File: src/noc_config_pkg.sv
package noc_config_pkg;

  // ------------------------------
  // mesh geometry
  // ------------------------------
  localparam int coord_width = 2; // bits per coordinate.
  localparam int size_x = 3; // columns, x in 0..2.
  localparam int size_y = 3; // rows, y in 0..2.

  // ------------------------------
  // packet fields
  // ------------------------------
  localparam int burst_width = 4; // burst length field.
  localparam int data_width = 32; // one flit data word.

  // ------------------------------
  // error response
  // ------------------------------
  // data word returned for every beat of a failed read.
  localparam logic [data_width-1:0] error_data = 32'hDEAD_BEEF;

endpackage

File: src/noc_flit_pkg.sv
package noc_flit_pkg;

  // ------------------------------
  // packet types and status
  // ------------------------------
  typedef enum logic [1:0] {
    packet_read = 2'd0, // non-posted, no payload.
    packet_write = 2'd1, // non-posted, with payload.
    packet_response = 2'd2, // posted, no payload.
    packet_response_with_data = 2'd3 // posted, with payload.
  } packet_type_e;

  typedef enum logic [1:0] {
    status_okay = 2'd0,
    status_decode_error = 2'd1
  } status_e;

  // ------------------------------
  // header and payload
  // ------------------------------
  typedef struct packed {
    logic [noc_config_pkg::coord_width-1:0] y;
    logic [noc_config_pkg::coord_width-1:0] x;
  } location_t;

  typedef struct packed {
    packet_type_e packet_type;
    location_t destination;
    location_t source;
    logic [3:0] tag;
    logic [noc_config_pkg::burst_width-1:0] burst_length; // beats, reads and writes.
    status_e status;
    logic invalid_destination; // set by the sender.
    logic [10:0] padding; // fills the word to 32 bits.
  } header_t;

  typedef struct packed {
    logic [noc_config_pkg::data_width-1:0] data;
  } payload_t;

  // the same word seen as a header on a head flit, as data otherwise.
  typedef union packed {
    header_t header;
    payload_t payload;
  } flit_data_u;

  // ------------------------------
  // flit
  // ------------------------------
  typedef struct packed {
    logic head;
    logic tail;
    flit_data_u data;
  } flit_t;

endpackage

File: src/noc_error_responder.sv
module noc_error_responder (
  input  logic                clk,
  input  logic                rst_n,
  input  logic                req_valid,
  input  noc_flit_pkg::flit_t req_flit,
  output logic                req_ready,
  output logic                rsp_valid,
  output noc_flit_pkg::flit_t rsp_flit,
  input  logic                rsp_ready,
  output logic                busy
);

  // ------------------------------
  // request side
  // ------------------------------
  noc_flit_pkg::header_t                  req_hdr_q;
  noc_flit_pkg::header_t                  cur_hdr;
  logic [noc_config_pkg::burst_width-1:0] beat_count;
  logic                                   consuming;
  logic                                   rsp_head_phase;
  logic                                   req_fire;
  logic                                   req_head_fire;
  logic                                   req_tail_fire;
  logic                                   need_rsp;
  logic                                   rsp_fire;
  logic                                   is_read;

  assign req_ready = !rsp_valid; // drain the request until its tail.
  assign req_fire = req_valid && req_ready;
  assign req_head_fire = req_fire && req_flit.head;
  assign req_tail_fire = req_fire && req_flit.tail;

  // a single-flit request has not been latched yet at its tail.
  assign cur_hdr = req_flit.head ? req_flit.data.header : req_hdr_q;

  assign need_rsp = (cur_hdr.packet_type == noc_flit_pkg::packet_read) ||
                    (cur_hdr.packet_type == noc_flit_pkg::packet_write);

  always_ff @(posedge clk) begin
    if (req_head_fire) begin
      req_hdr_q <= req_flit.data.header;
    end
  end

  always_ff @(posedge clk or negedge rst_n) begin
    if (!rst_n) begin
      consuming <= 1'b0;
    end else if (req_fire) begin
      consuming <= !req_flit.tail;
    end
  end

  // ------------------------------
  // response sequencing
  // ------------------------------
  assign rsp_fire = rsp_valid && rsp_ready;
  assign is_read = (req_hdr_q.packet_type == noc_flit_pkg::packet_read);

  always_ff @(posedge clk or negedge rst_n) begin
    if (!rst_n) begin
      rsp_valid <= 1'b0;
      rsp_head_phase <= 1'b0;
    end else if (req_tail_fire && need_rsp) begin
      rsp_valid <= 1'b1; // offered once the request is gone.
      rsp_head_phase <= 1'b1;
    end else if (rsp_fire) begin
      rsp_head_phase <= 1'b0;
      if (rsp_flit.tail) begin
        rsp_valid <= 1'b0;
      end
    end
  end

  always_ff @(posedge clk or negedge rst_n) begin
    if (!rst_n) begin
      beat_count <= '0;
    end else if (req_head_fire) begin
      if (req_flit.data.header.packet_type == noc_flit_pkg::packet_read) begin
        beat_count <= req_flit.data.header.burst_length;
      end else begin
        beat_count <= '0; // writes answer with a header only.
      end
    end else if (rsp_fire && !rsp_head_phase) begin
      beat_count <= beat_count - 1'b1;
    end
  end

  always_ff @(posedge clk or negedge rst_n) begin
    if (!rst_n) begin
      busy <= 1'b0;
    end else if (req_head_fire) begin
      busy <= 1'b1;
    end else if (req_tail_fire && !need_rsp) begin
      busy <= 1'b0; // posted, dropped silently.
    end else if (rsp_fire && rsp_flit.tail) begin
      busy <= 1'b0;
    end else if (!consuming && !rsp_valid) begin
      busy <= 1'b0; // single-flit posted request.
    end
  end

  // ------------------------------
  // response flit
  // ------------------------------
  noc_flit_pkg::header_t rsp_hdr;

  always_comb begin
    rsp_hdr = '0;
    if (is_read) begin
      rsp_hdr.packet_type = noc_flit_pkg::packet_response_with_data;
      rsp_hdr.burst_length = req_hdr_q.burst_length;
    end else begin
      rsp_hdr.packet_type = noc_flit_pkg::packet_response;
    end
    rsp_hdr.destination = req_hdr_q.source; // back to the sender.
    rsp_hdr.source = req_hdr_q.destination;
    rsp_hdr.tag = req_hdr_q.tag;
    rsp_hdr.status = noc_flit_pkg::status_decode_error;
  end

  always_comb begin
    rsp_flit = '0;
    if (rsp_head_phase) begin
      rsp_flit.head = 1'b1;
      rsp_flit.tail = (beat_count == '0);
      rsp_flit.data.header = rsp_hdr;
    end else begin
      rsp_flit.tail = (beat_count == 1);
      rsp_flit.data.payload.data = noc_config_pkg::error_data;
    end
  end

  // ------------------------------
  // checks
  // ------------------------------
  assert property (@(posedge clk) disable iff (!rst_n)
    (rsp_fire && !rsp_head_phase) |-> (beat_count != '0))
    else $error("beat counter decremented at zero");

  assert property (@(posedge clk) disable iff (!rst_n)
    (rsp_valid && !rsp_ready) |=> (rsp_valid && $stable(rsp_flit)))
    else $error("response valid or flit changed before transfer");

endmodule

File: config.mk
export PLATFORM = sky130hd
export DESIGN_NAME = noc_error_responder
export DESIGN_NICKNAME = d
export VERILOG_FILES = /design/src/noc_config_pkg.sv /design/src/noc_flit_pkg.sv /design/src/noc_error_responder.sv
export SDC_FILE = /design/constraint.sdc
export NUM_CORES = 1
export LEC_CHECK = 0
export BUFFER_PORTS_ARGS = -buffer_cell sky130_fd_sc_hd__buf_2
export CORE_MARGIN = 10
export CORE_UTILIZATION = 40
export DETAILED_ROUTE_END_ITERATION = 12
export GPL_ROUTABILITY_DRIVEN = 0
export PLACE_DENSITY = 0.74
export SYNTH_ARGS = -nofsm -noshare
export SYNTH_HDL_FRONTEND = slang
export SYNTH_SLANG_ARGS = --single-unit
File: constraint.sdc
create_clock -name clk -period 1.71 [get_ports clk]
set_input_delay 0.342 -clock clk [delete_from_list [all_inputs] [get_ports clk]]
set_output_delay 0.342 -clock clk [all_outputs]
set_load 0.02 [all_outputs]
==> summary.txt <==
Place
  • Post-Place Cells: between 150 and 200
  • Placed Area: around 1500 um2
  • Place WS: 0.178 ns
  • PortBufs: 56
  • DP HPWL: ~2400 um

Route
  • Final routed DRC violation total: 0
  • First DRT Iteration DRCs: between 60 and 70
  • WL per Instance: ~15 um
  • Drt via density: about 4.8
  • Detail Route Antenna Nets: 0
  • WL final: ~3100 um
  • DR pass1 iterations: 4
  • Routed vias: between 1000 and 1500

Status
  • Outcome: finished with violations
  • Failing checks: negative setup slack

Critical path
  • CP delay by family, top: flip-flops
  • Critical path startpoint category: flop
  • Worst Setup End Kind: output port
  • Worst-path fanout max: 4
  • Setup CP Type: reg -> out
  • Critical-path cell list: inv_2 > ha_4 > mux2i_4 > nor3_2 > buf_4
  • Critical path's slowest cell: dfrtp_2
  • R2r setup slk: roughly 0.19 ns
  • CP peak stage delay: 0.44 ns
  • Buf/Inv on CP: 2
  • Critical Path RT: about 1.4 ns
  • Worst EP arrival: about 1.4 ns

Synthesis
  • Yosys cell types: 34
  • Synth cell count leaders: edfxtp_1 (18), buf_4 (15), nand2_1 (9), nand2b_1 (9), dfrtp_1 (8)
  • Avg Cell Area, Syn: approximately 12 um2
  • Synth top area cells: edfxtp_1 (42%), dfrtp_1 (16%), buf_4 (8.8%)
  • Synthesized area: ~1300 um2
  • Gate count of the mapped netlist: 111
  • Number of flops mapped to enable cells by yosys: 18
  • Post-synthesis sequential area ratio: 0.578
  • Yosys reg bits: 26
  • Most common cell in the synthesized netlist: edfxtp_1
  • Cell taking the most area after synthesis: edfxtp_1
  • Share of the synthesized area in the top cell type: 0.421
  • Post-synth ARST share: 0.308
  • Ys Warns: 0
  • Most used DFF post-synth: edfxtp_1

Power
  • Pwr Total: around 2.7 mW
  • Pwr/cell area: between 1500 and 2000 nW/um2
  • VDD IR-drop max: 0.887 mV
  • Leakage power: 0.739 nW

STA
  • Setup ws final: -0.00885 ns
  • Max-slew violation count: 0
  • Hold slack: just under 0.2 ns
  • Setup violators final: 1
  • Fin Setup TNS: -0.00885 ns
  • Fmax: ~580 MHz
  • Fin crit share: 1.01
  • Setup Skew: slightly above 0.003 ns
  • Crit path time final: about 1.7 ns
  • RSZ-0062 raised after global routing: yes
  • Final Hold Viols: 0

GRT
  • Leftover overflow at the end of global routing: 0
  • Initial antenna violation count: 0
  • Gr usage total: 0.104
  • Pin count of the biggest net entering global routing: 24
  • Vias in the first global route: around 1100
  • First-pass GRT wire length: 5060 um

Layout
  • Area occupied by multi-input gates: 454 um2
  • Design area: around 1700 um2
  • Area grow syn2layout: 30.1%
  • Nets: roughly 210
  • Share of cells above drive strength 1: 0.479
  • Filler cells: between 200 and 300
  • Antenna Cells: 0
  • Final non-filler cell total: roughly 210
  • Register Area: 743 um2
  • Final core utilization: 0.547

Floorplan
  • Starting density of the core: 0.420
  • Die footprint: ~5900 um2
  • Io pins: between 70 and 80
  • Row cnt: 20
  • Core region area: a little over 3000 um2
  • Die span in y: 76.6 um
  • Die Wd: about 77 um

Min path
  • Hold WC Path Type: in -> reg

Clock network
  • Worst skew pair latency: 0.31 ns
  • CTS max path bufs: 2
  • TritonCTS clock tree: yes
  • Clk root buf: clkbuf_4
  • Clk slew on worst S/H paths: 0.13 ns
  • H-tree depth: 1
  • Total CTS buffers: 3
  • Clock net sink count: 26

Flow run
  • Max-cap violations: 0
==> final timing paths <==
path                                             from                    endpoint  cells after the start
setup / recovery            beat_count[0]$_DFFE_PN0P_                rsp_flit[32]                      5
hold / removal                           req_flit[27]     req_hdr_q[27]$_DFFE_PP_                      1
setup reg to reg           rsp_head_phase$_DFFE_PN0P_   beat_count[0]$_DFFE_PN0P_                      5
hold reg to reg                 consuming$_DFFE_PN0N_       consuming$_DFFE_PN0N_                      2
max in group asynchronous                       rst_n  rsp_head_phase$_DFFE_PN0P_                      2
min in group asynchronous                       rst_n   beat_count[0]$_DFFE_PN0P_                      2
==> registers in the layout, indices dropped and copies added, names as in the netlist <==
register,cells
busy,1
beat_count,4
req_hdr_q,18
consuming,1
rsp_valid,1
rsp_head_phase,1
==> logic make-up (layout without fill, tap and decap cells) <==
| kind of cell | count (synthesis) | in the layout | synth area share |
|---|---|---|---|
| compound gates | 12 | 12 | 0.0585 |
| flops | 26 | 26 | 0.578 |
| mux | 3 | 3 | 0.0234 |
| simple gates | 42 | 42 | 0.195 |
| xor+xnor | 1 | 1 | 0.00683 |
| fa+ha+maj | 2 | 2 | 0.0195 |
| other cells | 2 | 4 | 0.00586 |
| buf+inv | 23 | 77 | 0.113 |
==> cells in the final DEF, fill, tap and decap left out, types with 2 or more instances in the layout <==
cell      count
a21oi_1       4
and2_1        4
and3_1        2
buf_2        55
buf_4        10
clkbuf_4      3
conb_1        4
dfrtp_1       6
dfrtp_2       2
edfxtp_1     18
ha_4          2
inv_1         3
inv_2         2
mux2i_1       2
nand2_1       9
nand2b_1      9
nor2_1        2
nor3_1        2
nor4_1        3
o21ai_0       2
==> report_power, final <==
group          switching, mW  internal [mW]  leakage [nW]
Clock                  0.171         0.0853        0.0154
Combinational          0.859          0.591         0.464
Sequential             0.151          0.821         0.260
Total                   1.18           1.50         0.739
==> worst register-to-register path, cell delays in order, from the launching register on <==
cell and delay [ns]:
dfrtp_2 0.48, clkbuf_2 0.16, buf_4 0.15, and3b_1 0.28, nor2_1 0.08, a211oi_1 0.28
==> layer usage <==
layer  vias up  track usage  wire (um)
li1        482            -          -
met1       463        0.119       1240
met2        64        0.164       1480
met3         6       0.0531        382
met4         0       0.0316         36
met5         -            0          0
==> area by class of cell <==
class / count / area share
clock buffer: 3 / 0.0135
clock inverter: 1 / 0.00225
inverter: 6 / 0.0150
multi-input combinational: 64 / 0.272
sequential: 26 / 0.445
tap: 44 / 0.0330
timing repair buffer: 67 / 0.219
==> what timing repair did <==
action	4_1_cts	5_1_grt
pin swaps	2	1
endpoints found under the hold margin	8	0
hold buffers	1	0
buffers inserted	5	2
gates cloned	0	0
endpoints found under the setup margin	2	6
gates resized for setup	12	2
No activity file was read; power rests on OpenSTA's default activity.
